$ cat src/logic/display_pkg.sv
/*
 * Shared pixel-path definitions for the palette display pipeline.
 * Holds the YUV colour layout, the palette index type and the default
 * sixteen-colour set that the palette loads at reset.
 */

package display_pkg;

    localparam int Y_BITS = 4;
    localparam int U_BITS = 3;
    localparam int V_BITS = 3;
    localparam int INDEX_BITS = 4;
    localparam int PALETTE_SIZE = 16;

    // Y sits in the upper bits, followed by U and then V.
    typedef struct packed {
        logic [Y_BITS-1:0] y;
        logic [U_BITS-1:0] u;
        logic [V_BITS-1:0] v;
    } color_t;

    typedef logic [INDEX_BITS-1:0] palette_index_t;

    // Mid-scale chroma with zero luma reads as black on the display.
    localparam color_t VOID_COLOR = 10'b0000_011_011;

    localparam color_t DEFAULT_PALETTE [PALETTE_SIZE] = '{
        VOID_COLOR,
        10'b1001_100_100,   // grey
        10'b1111_011_011,   // white
        10'b0101_011_110,   // red
        10'b1001_011_101,   // pink
        10'b0011_011_100,   // dark brown
        10'b0110_010_101,   // brown
        10'b1001_010_101,   // orange
        10'b1101_010_100,   // yellow
        10'b0100_100_011,   // dark green
        10'b0110_010_011,   // green
        10'b1010_001_011,   // light green
        10'b0010_100_011,   // night blue
        10'b0100_101_010,   // sea blue
        10'b1000_101_010,   // sky blue
        10'b1101_100_011    // cloud blue
    };

endpackage

$ cat src/logic/command_pkg.sv
/*
 * Command port encoding for the display pipeline.
 * Used by the command decoder and by the testbench to build commands.
 */

package command_pkg;

    localparam int CMD_OPCODE_BITS = 3;
    localparam int CMD_DATA_BITS = 16;

    // Codes outside this list are treated as a no-op by the decoder.
    typedef enum logic [CMD_OPCODE_BITS-1:0] {
        CMD_NOP        = 3'd0,
        CMD_SET_COLOR  = 3'd1,
        CMD_SET_PIXEL  = 3'd2,
        CMD_SCAN_START = 3'd3,
        CMD_SCAN_STOP  = 3'd4
    } cmd_opcode_e;

    // Field positions of CMD_SET_COLOR.
    localparam int COLOR_INDEX_MSB = 13;
    localparam int COLOR_INDEX_LSB = 10;
    localparam int COLOR_VALUE_MSB = 9;
    localparam int COLOR_VALUE_LSB = 0;

    // Field positions of CMD_SET_PIXEL.
    localparam int PIXEL_ADDRESS_MSB = 15;
    localparam int PIXEL_ADDRESS_LSB = 4;
    localparam int PIXEL_INDEX_MSB = 3;
    localparam int PIXEL_INDEX_LSB = 0;

endpackage

$ cat src/logic/display_write_if.sv
/*
 * Write strobes and fields from the command decoder to the storage blocks.
 * The decoder drives everything; the palette and the frame buffer each
 * see only their own strobe and fields.
 */

`timescale 1ns/1ps

interface display_write_if #(
    parameter int FRAME_WIDTH = 16,
    parameter int FRAME_HEIGHT = 16
);

    localparam int PIXEL_COUNT = FRAME_WIDTH * FRAME_HEIGHT;
    localparam int ADDRESS_BITS = (PIXEL_COUNT > 1) ? $clog2(PIXEL_COUNT) : 1;

    logic palette_write;
    display_pkg::palette_index_t palette_index;
    display_pkg::color_t palette_color;

    logic pixel_write;
    logic [ADDRESS_BITS-1:0] pixel_address;
    display_pkg::palette_index_t pixel_index;

    modport decoder (
        output palette_write, palette_index, palette_color,
        output pixel_write, pixel_address, pixel_index
    );

    modport palette (input palette_write, palette_index, palette_color);

    modport buffer (input pixel_write, pixel_address, pixel_index);

endinterface

$ cat src/logic/command_decoder.sv
/*
 * Four-phase req/ack command port.
 * Each accepted command becomes a one-cycle write strobe on the write bus
 * or a change of the scan enable level, in the cycle cmd_ack rises.
 */

`timescale 1ns/1ps

module command_decoder #(
    parameter int FRAME_WIDTH = 16,
    parameter int FRAME_HEIGHT = 16
) (
    input  logic clock_in,
    input  logic reset_n_in,
    input  logic cmd_req,
    input  command_pkg::cmd_opcode_e cmd_opcode,
    input  logic [command_pkg::CMD_DATA_BITS-1:0] cmd_data,
    output logic cmd_ack,
    output logic scan_enable,
    display_write_if.decoder writes
);

    localparam int PIXEL_COUNT = FRAME_WIDTH * FRAME_HEIGHT;
    localparam int ADDRESS_BITS = (PIXEL_COUNT > 1) ? $clog2(PIXEL_COUNT) : 1;
    localparam int FIELD_BITS =
        command_pkg::PIXEL_ADDRESS_MSB - command_pkg::PIXEL_ADDRESS_LSB + 1;

    // One spare bit so that a full 4096-pixel frame still compares correctly.
    localparam logic [FIELD_BITS:0] PIXEL_LIMIT = (FIELD_BITS + 1)'(PIXEL_COUNT);

    typedef enum logic {
        DECODE_WAIT_REQ,
        DECODE_WAIT_RELEASE
    } decode_state_e;

    decode_state_e state;
    logic [FIELD_BITS-1:0] address_field;
    logic address_in_range;

    assign address_field = cmd_data[command_pkg::PIXEL_ADDRESS_MSB:command_pkg::PIXEL_ADDRESS_LSB];
    assign address_in_range = {1'b0, address_field} < PIXEL_LIMIT;

    // The acknowledge is simply the registered handshake state.
    assign cmd_ack = (state == DECODE_WAIT_RELEASE);

    always_ff @(posedge clock_in) begin
        if (!reset_n_in) begin
            state <= DECODE_WAIT_REQ;
            scan_enable <= 1'b0;
            writes.palette_write <= 1'b0;
            writes.pixel_write <= 1'b0;
        end else begin
            // Strobes last one cycle unless a new command sets them again.
            writes.palette_write <= 1'b0;
            writes.pixel_write <= 1'b0;

            case (state)
                DECODE_WAIT_REQ: begin
                    if (cmd_req) begin
                        state <= DECODE_WAIT_RELEASE;

                        case (cmd_opcode)
                            command_pkg::CMD_SET_COLOR: begin
                                writes.palette_write <= 1'b1;
                            end
                            command_pkg::CMD_SET_PIXEL: begin
                                // Out-of-frame addresses are acknowledged but dropped.
                                writes.pixel_write <= address_in_range;
                            end
                            command_pkg::CMD_SCAN_START: begin
                                scan_enable <= 1'b1;
                            end
                            command_pkg::CMD_SCAN_STOP: begin
                                scan_enable <= 1'b0;
                            end
                            default: begin
                            end
                        endcase
                    end
                end

                DECODE_WAIT_RELEASE: begin
                    if (!cmd_req) begin
                        state <= DECODE_WAIT_REQ;
                    end
                end

                default: begin
                    state <= DECODE_WAIT_REQ;
                end
            endcase
        end
    end

    // The fields are only looked at while their strobe is high.
    always_ff @(posedge clock_in) begin
        if (state == DECODE_WAIT_REQ && cmd_req) begin
            writes.palette_index <=
                cmd_data[command_pkg::COLOR_INDEX_MSB:command_pkg::COLOR_INDEX_LSB];
            writes.palette_color <=
                cmd_data[command_pkg::COLOR_VALUE_MSB:command_pkg::COLOR_VALUE_LSB];
            writes.pixel_address <= address_field[ADDRESS_BITS-1:0];
            writes.pixel_index <=
                cmd_data[command_pkg::PIXEL_INDEX_MSB:command_pkg::PIXEL_INDEX_LSB];
        end
    end

endmodule

$ cat src/logic/color_palette.sv
/*
 * Sixteen-entry writable YUV palette with a registered lookup.
 * Loads the default colour set at reset. The valid and frame-start flags
 * pass through one register stage so they stay aligned with the colour.
 */

`timescale 1ns/1ps

module color_palette (
    input  logic clock_in,
    input  logic reset_n_in,
    display_write_if.palette writes,
    input  display_pkg::palette_index_t pixel_index,
    input  logic index_valid,
    input  logic index_first,
    output display_pkg::color_t pixel_color,
    output logic pixel_valid,
    output logic frame_start
);

    display_pkg::color_t color_table [display_pkg::PALETTE_SIZE];

    always_ff @(posedge clock_in) begin
        if (!reset_n_in) begin
            color_table <= display_pkg::DEFAULT_PALETTE;
            pixel_color <= display_pkg::VOID_COLOR;
        end else if (writes.palette_write) begin
            color_table[writes.palette_index] <= writes.palette_color;

            // The table port is busy with the write, so this pixel goes out black.
            pixel_color <= display_pkg::VOID_COLOR;
        end else begin
            pixel_color <= color_table[pixel_index];
        end
    end

    // Second stage of the flag delay; the scanner provides the first.
    always_ff @(posedge clock_in) begin
        if (!reset_n_in) begin
            pixel_valid <= 1'b0;
            frame_start <= 1'b0;
        end else begin
            pixel_valid <= index_valid;
            frame_start <= index_first;
        end
    end

endmodule

$ cat src/logic/frame_buffer.sv
/*
 * Frame memory of palette indices, one per pixel, in row-major order.
 * Written from the command decoder through the write bus and read by the
 * raster scanner with one cycle of latency.
 */

`timescale 1ns/1ps

module frame_buffer #(
    parameter int FRAME_WIDTH = 16,
    parameter int FRAME_HEIGHT = 16
) (
    input  logic clock_in,
    display_write_if.buffer writes,
    input  logic [((FRAME_WIDTH * FRAME_HEIGHT > 1) ?
                  $clog2(FRAME_WIDTH * FRAME_HEIGHT) : 1)-1:0] read_address,
    output display_pkg::palette_index_t read_index
);

    localparam int PIXEL_COUNT = FRAME_WIDTH * FRAME_HEIGHT;

    display_pkg::palette_index_t memory [PIXEL_COUNT];

    // Power-up contents are all index zero, which is the void colour.
    initial begin
        for (int i = 0; i < PIXEL_COUNT; i++) begin
            memory[i] = '0;
        end
    end

    always_ff @(posedge clock_in) begin
        if (writes.pixel_write) begin
            memory[writes.pixel_address] <= writes.pixel_index;
        end
    end

    // A read of the address being written sees the old index.
    always_ff @(posedge clock_in) begin
        read_index <= memory[read_address];
    end

endmodule

$ cat src/logic/raster_scanner.sv
/*
 * Row-major raster scan over the frame buffer.
 * While scanning is enabled it issues one read address per cycle and
 * registers the matching valid and first-pixel flags.
 */

`timescale 1ns/1ps

module raster_scanner #(
    parameter int FRAME_WIDTH = 16,
    parameter int FRAME_HEIGHT = 16
) (
    input  logic clock_in,
    input  logic reset_n_in,
    input  logic scan_enable,
    output logic [((FRAME_WIDTH * FRAME_HEIGHT > 1) ?
                  $clog2(FRAME_WIDTH * FRAME_HEIGHT) : 1)-1:0] read_address,
    output logic index_valid,
    output logic index_first
);

    localparam int PIXEL_COUNT = FRAME_WIDTH * FRAME_HEIGHT;
    localparam int ADDRESS_BITS = (PIXEL_COUNT > 1) ? $clog2(PIXEL_COUNT) : 1;
    localparam int COLUMN_BITS = (FRAME_WIDTH > 1) ? $clog2(FRAME_WIDTH) : 1;
    localparam int ROW_BITS = (FRAME_HEIGHT > 1) ? $clog2(FRAME_HEIGHT) : 1;
    localparam logic [COLUMN_BITS-1:0] LAST_COLUMN = COLUMN_BITS'(FRAME_WIDTH - 1);
    localparam logic [ROW_BITS-1:0] LAST_ROW = ROW_BITS'(FRAME_HEIGHT - 1);

    typedef enum logic {
        SCAN_IDLE,
        SCAN_RUN
    } scan_state_e;

    scan_state_e state;
    logic [COLUMN_BITS-1:0] column;
    logic [ROW_BITS-1:0] row;
    logic issue;

    // An address goes out only while running and still enabled.
    assign issue = (state == SCAN_RUN) && scan_enable;
    assign read_address = ADDRESS_BITS'(row * FRAME_WIDTH + column);

    always_ff @(posedge clock_in) begin
        if (!reset_n_in) begin
            state <= SCAN_IDLE;
            column <= '0;
            row <= '0;
        end else if (issue) begin
            if (column == LAST_COLUMN) begin
                column <= '0;
                row <= (row == LAST_ROW) ? '0 : row + 1'b1;
            end else begin
                column <= column + 1'b1;
            end
        end else begin
            // A restart always begins again at the top-left pixel.
            state <= scan_enable ? SCAN_RUN : SCAN_IDLE;
            column <= '0;
            row <= '0;
        end
    end

    // These line up with the index coming back from the frame buffer.
    always_ff @(posedge clock_in) begin
        if (!reset_n_in) begin
            index_valid <= 1'b0;
            index_first <= 1'b0;
        end else begin
            index_valid <= issue;
            index_first <= issue && (column == '0) && (row == '0);
        end
    end

endmodule

$ cat src/logic/display_top.sv
/*
 * Top level of the palette display pipeline.
 * Commands enter on the req/ack port; colours leave one per cycle with a
 * valid flag and a frame-start marker while the scan is running.
 */

`timescale 1ns/1ps

module display_top #(
    parameter int FRAME_WIDTH = 16,
    parameter int FRAME_HEIGHT = 16
) (
    input  logic clock_in,
    input  logic reset_n_in,
    input  logic cmd_req,
    input  logic [2:0] cmd_opcode,
    input  logic [command_pkg::CMD_DATA_BITS-1:0] cmd_data,
    output logic cmd_ack,
    output logic pixel_valid,
    output logic frame_start,
    output logic [9:0] pixel_color
);

    localparam int PIXEL_COUNT = FRAME_WIDTH * FRAME_HEIGHT;
    localparam int ADDRESS_BITS = (PIXEL_COUNT > 1) ? $clog2(PIXEL_COUNT) : 1;

    logic scan_enable;
    logic [ADDRESS_BITS-1:0] read_address;
    logic index_valid;
    logic index_first;
    display_pkg::palette_index_t read_index;

    display_write_if #(
        .FRAME_WIDTH (FRAME_WIDTH),
        .FRAME_HEIGHT(FRAME_HEIGHT)
    ) write_bus ();

    command_decoder #(
        .FRAME_WIDTH (FRAME_WIDTH),
        .FRAME_HEIGHT(FRAME_HEIGHT)
    ) command_decoder_inst (
        .clock_in   (clock_in),
        .reset_n_in (reset_n_in),
        .cmd_req    (cmd_req),
        .cmd_opcode (command_pkg::cmd_opcode_e'(cmd_opcode)),
        .cmd_data   (cmd_data),
        .cmd_ack    (cmd_ack),
        .scan_enable(scan_enable),
        .writes     (write_bus.decoder)
    );

    raster_scanner #(
        .FRAME_WIDTH (FRAME_WIDTH),
        .FRAME_HEIGHT(FRAME_HEIGHT)
    ) raster_scanner_inst (
        .clock_in    (clock_in),
        .reset_n_in  (reset_n_in),
        .scan_enable (scan_enable),
        .read_address(read_address),
        .index_valid (index_valid),
        .index_first (index_first)
    );

    frame_buffer #(
        .FRAME_WIDTH (FRAME_WIDTH),
        .FRAME_HEIGHT(FRAME_HEIGHT)
    ) frame_buffer_inst (
        .clock_in    (clock_in),
        .writes      (write_bus.buffer),
        .read_address(read_address),
        .read_index  (read_index)
    );

    color_palette color_palette_inst (
        .clock_in   (clock_in),
        .reset_n_in (reset_n_in),
        .writes     (write_bus.palette),
        .pixel_index(read_index),
        .index_valid(index_valid),
        .index_first(index_first),
        .pixel_color(pixel_color),
        .pixel_valid(pixel_valid),
        .frame_start(frame_start)
    );

endmodule

$ cat config.mk
export PLATFORM = sky130hd
export DESIGN_NAME = display_top
export DESIGN_NICKNAME = d
export VERILOG_FILES = /design/src/logic/display_pkg.sv /design/src/logic/command_pkg.sv /design/src/logic/display_write_if.sv /design/src/logic/command_decoder.sv /design/src/logic/color_palette.sv /design/src/logic/frame_buffer.sv /design/src/logic/raster_scanner.sv /design/src/logic/display_top.sv
export SDC_FILE = /design/constraint.sdc
export NUM_CORES = 2
export LEC_CHECK = 0
export ABC_AREA = 1
export BUFFER_PORTS_ARGS = -buffer_cell sky130_fd_sc_hd__buf_4
export CAP_MARGIN = 20
export CORE_MARGIN = 1
export CORE_UTILIZATION = 46
export DETAILED_ROUTE_END_ITERATION = 7
export GPL_TIMING_DRIVEN = 0
export MAX_ROUTING_LAYER = met4
export PLACE_DENSITY = 0.64
export REMOVE_ABC_BUFFERS = 1
export SLEW_MARGIN = 5
export SYNTH_ARGS = -nofsm -noshare
export SYNTH_HDL_FRONTEND = slang
export SYNTH_SLANG_ARGS = --single-unit
$ cat constraint.sdc
create_clock -name clock_in -period 4.7 [get_ports clock_in]
set_input_delay 1.41 -clock clock_in [delete_from_list [all_inputs] [get_ports clock_in]]
set_output_delay 1.41 -clock clock_in [all_outputs]
set_load 0.01 [all_outputs]
* Word level (Yosys, flattened, before mapping) *
Memory sizes are Yosys's and may differ from the RTL's. A register that Yosys moved wholly into a read port is not among the register bits.
Index checks and enable logic that the tools add are counted.

word-level totals
  flip-flop bits (word level) = 213
  bits in latches = 0
  memory bits (writable) = 1024
  ROM bits = 0
  input bits = 22
  output and inout bits = 13
  word-level logic and storage cells = 116
  memories = 1

memory list
  memory                    words  bits a word  rd ports  clocked after Yosys merged registers in  write ports  RTL line            RTL
  frame_buffer_inst.memory  256    4            1         1                                        1            frame_buffer.sv:22  display_pkg::palette_index_t memory [PIXEL_COUNT];

cells by class
  $add $sub $neg = 3
  multiply operators = 0
  divide/modulo/power cells = 0
  order comparisons = 4
  equal/unequal tests = 6
  shift operators = 0
  mux-type cells = 13
  bitwise operators = 7
  reductions and logical operators = 14

operators with widths
  cell                                                                    number
  160-bit bitwise mux                                                     1
  10-bit binary-select mux with 4-bit select                              1
  10-bit demux with 4-bit select                                          1
  10-bit 2-to-1 mux                                                       3
  12-bit by 9-bit < comparator with 1-bit output (second input constant)  1
  5-bit greater-or-equal comparator (second input constant)               2
  4-bit NOT with 5-bit output                                             2
  4-bit by 1-bit adder with 4-bit output (second input constant)          2
  8-bit by 4-bit adder with 8-bit output                                  1
  4-bit == test (second input constant)                                   2
  4-bit zero test                                                         2
  3-bit by 2-bit == test with 1-bit output (second input constant)        2
  3-bit OR reduction                                                      2
  1-bit logical AND                                                       5
  5-bit by 1-bit < comparator with 1-bit output (second input constant)   1
  1-bit 2-to-1 mux                                                        5
  1-bit NOT                                                               5
  4-bit 2-to-1 mux                                                        1
  4-bit OR reduction                                                      1
  3-bit by 1-bit == test with 1-bit output (second input constant)        1
  3-bit == test (second input constant)                                   1
  3-bit AND reduction                                                     1
  1-bit one-hot mux with 2 select lines                                   1
  2-bit AND reduction                                                     1
  2 further kinds                                                         2

* Logic depth before layout (Yosys ltp) *
  word-level depth = 6
  depth in mapped cells = 18
  depth with buffers taken out = 15

* By module *
From an unflattened synthesis, not the netlist that was laid out.

unflattened totals
  cell total of the unflattened synthesis = 4910
  area, all modules = 51588.2 µm²

modules (own cells, without submodules)
  module           instances  cells an instance  area an instance (µm²)  seq. area each (µm²)
  frame_buffer     1          3720               42824.8                 30829.6
  color_palette    1          1077               7577.3                  3443.3
  command_decoder  1          51                 690.7                   500.5
  raster_scanner   1          62                 495.5                   220.2

* Worst setup path before layout *
OpenSTA, ideal clock, no wires.

  path kind = register to register
  start = reg command_decoder_inst.writes.palette_color[3] (netlist name)
  end = mem frame_buffer_inst.memory[0][3] in the netlist's numbering, data pin
  library setup time = 838 ps
  arrival = 3327 ps
  data required time = 3862 ps
  slack = 534 ps
  cell stages (with the launch flop) = 1
  buffers on the path = 0
  clock period less this slack = 4166 ps
  cells stage by stage = edfxtp_1

RTL lines
  item       RTL line
  to (decl)  frame_buffer.sv:22

* Final worst setup path *
  start = reg raster_scanner_inst.column[0]
  end = reg frame_buffer_inst.read_index[3], read port of frame_buffer_inst.memory

on the way
  word-level cells in the longest chain between the ends = 1

ends and longest elaborated chain
  item                                    RTL line              RTL
  from (decl)                             raster_scanner.sv:35  logic [COLUMN_BITS-1:0] column;
  from (signal assigned)                  raster_scanner.sv:53  column <= column + 1'b1;
  8-bit by 4-bit adder with 8-bit output  raster_scanner.sv:41  assign read_address = ADDRESS_BITS'(row * FRAME_WIDTH + column);
  to (decl)                               frame_buffer.sv:17    output display_pkg::palette_index_t read_index

Every way passes these cells.
A chain may end at the register's enable or synchronous reset.

==> results.toml <==
[synth]
syn_inst = 5604
synth_compound_area_frac = 0.0520
synthMuxAreaShare = 0
yosysSeqAreaShare = 0.657
synth.distinct_cells = 28
avgSynthCellArea_um2 = 9.51
synth-xor-area-share = 0.000164
yosysWarnings = 0
ys_ff_latch = 1229
synth_top_family_by_area = "simple AND/OR/NAND/NOR gates"
yosys.area_share.simple = 0.215
synth_fa_ha_area_frac = 0.000939
synth_edf_count = 1038
dominantRegCellSynth = "edfxtp_1"
async_flop_share = 0
netlist_area_mm2 = 0.0533

[clock_network]
htree_levels = 3
clk_pin_slew_ns = 0.06
cts_tree = "yes"
cts_resized = 0
numCtsBuffers = 121
cts-root-buf = "clkbuf_16"
post-cts-setup-buffers = 0
cts_num_sinks = 1229
clock_latency_ns = 0.71
cts.path.max_buffers = 3
hold_buffers = 0

[global_routing]
grt_max_degree = 211
overflow = 0
grt_pass1_wl_mm = 207
antenna_found_initial = 0
grt-busiest-layer = "met2"
met1_usage = 0.316
grt_pass1_vias = 35700
grt_use_met2 = 0.373
grt_usage = 0.236
use_met3 = 0.0292

[final_layout]
design_area_mm2 = 0.0602
n_fill_cell = 9927
multiInputGateArea_mm2 = 0.0143
final_core_util = 0.525
fin_cells = 7156
syn2layout_area_growth_pct = 13.0
fin_nets = 5566
register_area_mm2 = 0.0350
drive_gt1_frac = 0.0611

[setup_path]
cpMostUsedCell = "nand2_1"
slowest_delay_ns = 0.51
endpoint_kind = "register"
cp.required_ns = 5.26
crit_chain = "buf_16 -> buf_16 -> buf_16 -> inv_16 -> buf_16 -> nand2_1 -> nand3_1 -> nand2_1 -> nand2_1 -> nand2_1 -> nor2_1 -> nor2_1 -> nor2_1 -> nand2_1 -> nand2_1 -> nand2_1 -> inv_1 -> nand2_1"
startpoint_type = "register"
critPathKind = "reg2reg"
path_max_fanout = 210
critPathArrivalTime_ns = 4.51
critPathSlowestCell = "buf_16"

[routing]
vias = 37500
drtPass1Iterations = 5
drt-total-wl_mm = 135
drc = 0
drtAntennaViolNets = 0
drtIter0Drc = 3484
viasPerCell = 5.24
wire_per_inst_um = 18.9

[floorplan]
fp-row-count = 124
core_mm2 = 0.115
io_pins = 35
start_util = 0.465
die_x_um = 342
dieArea_mm2 = 0.117
die_h_um = 342

[sta]
rsz0062_at_grt = "false"
slew_headroom = 0.253
max_freq_mhz = 253
finalSetupViolCount = 0
worst_pin_slew_ns = 1.12
fin_crit_ns = 3.95
holdWs_ns = 0.450
final_hold_viol_count = 0
fin_skew_ns = 0.0283
drv_slew = 0
fin_crit_sh = 0.840

[pwr]
power.share.clock = 0.441
leakagePower_uw = 0.0245
p_per_area_mw_per_mm2 = 365
power_frac_comb = 0.020
pwr-share-seq = 0.539
power.internal_uw = 17500
switching_share = 0.202
switching_power_uw = 4430
ir_drop_mv = 0.283

[placement]
placedCellCount = 6929
io_buffers = 34
place_area_mm2 = 0.0562
dpl.hpwl_mm = 83.9
place.gp.congestion = 0.815

[job]
cap_violations = 0

[min_path]
hold_path.class = "reg2reg"

[run_status]
status = "finished, final reports clean"
==> sequential cells by signal, indices dropped and copies added, names as in the netlist, 3 cells and up <==
signal and cells:
frame_buffer_inst.memory 1024, color_palette_inst.color_table 160, color_palette_inst.pixel_color 10, command_decoder_inst.writes.pixel_address 7, frame_buffer_inst.read_index 4, raster_scanner_inst.column 4, raster_scanner_inst.row 4, command_decoder_inst.writes.palette_index 3
command_decoder_inst.writes.pixel_index 3
==> cell usage in the layout, fill, tap and decap left out, types with 18 or more instances in the layout <==
cell,n
clkbuf_1,20
edfxtp_1,1038
inv_1,625
buf_16,69
clkinv_1,28
o21ai_0,246
nor2_1,691
buf_4,33
o211ai_1,57
nand3_1,389
dfxtp_1,186
buf_8,18
clkbuf_16,127
o21ai_1,25
o221ai_1,20
clkinv_2,32
nand2_1,1803
a21oi_1,143
==> cell families (layout without fill, tap and decap cells) <==
family / Yosys count / after routing
AOI/OAI and AO/OA: 506 / 506
buffers and inverters: 954 / 993
xor gates and xnor gates: 1 / 1
DFF: 1229 / 1229
adders and majority gates: 4 / 4
and+or+nand+nor: 2910 / 2910
other: 0 / 1
==> synth_stat cells (11+ instances only) <==
library cell	count	area (um^2)
buf_6	26	293
nand2_1	1812	6800
dfxtp_1	191	3820
o221ai_1	20	175
inv_1	626	2350
o211ai_1	57	428
nor2_1	693	2600
edfxtp_1	1038	31200
a21oi_1	143	716
clkbuf_1	116	435
o21ai_1	25	125
o22ai_1	13	81.3
buf_2	153	766
o21ai_0	246	1230
buf_4	11	82.6
nand3_1	389	1950
==> routing by layer <==
layer,share of wire,vias to the layer above
met2,0.47,1179
met4,0.033,0
met3,0.063,251
li1,-,18000
met5,0,-
met1,0.43,18000
==> layout make-up <==
class,count,area share
clock inverter,73,0.0108
tap,1512,0.0314
clock buffer,153,0.0554
inverter,639,0.0403
timing repair buffer,128,0.0427
antenna,1,0.0000416
sequential,1229,0.581
multi-input combinational,3421,0.238
==> worst paths after layout <==
kind | depth (start not counted) | endpoint | slack [ns] | startpoint
worst max-delay path | 18 | frame_buffer_inst.read_index[3] | 0.75 | raster_scanner_inst.column[0]
worst min-delay path | 2 | color_palette_inst.color_table[130] | 0.45 | color_palette_inst.color_table[130]
worst max register to register | 18 | frame_buffer_inst.read_index[3] | 0.75 | raster_scanner_inst.column[0]
worst min register to register | 2 | color_palette_inst.color_table[130] | 0.45 | color_palette_inst.color_table[130]
==> stage by stage <==
| step | power, uW | TNS [ns] | setup slack (ns) |
|---|---|---|---|
| floorplan | 12200 | -105.15 | -11.21 |
| global placement | 12400 | -5138.35 | -27.29 |
| detailed placement | 12500 | 0 | 0.880 |
| CTS | 22100 | 0 | 0.855 |
| global route | 22500 | 0 | 0.544 |
| finish | 22000 | 0 | 0.751 |
==> power groups by stage <==
stage          Clock, uW  Combinational [uW]  Sequential [uW]
2_1_floorplan          0                51.0            12200
3_3_place_gp           0                 132            12300
3_5_place_dp           0                 442            12100
4_1_cts             9790                 443            11800
5_1_grt            10200                 466            11800
6_report            9670                 442            11800
==> critical path, delay by kind of cell (launching register included) <==
family,cells,cell delay [ns]
buffers and inverters,6,1.58
and+or+nand+nor,12,1.28
DFF,1,0.46
No activity file was read; power rests on OpenSTA's default activity.
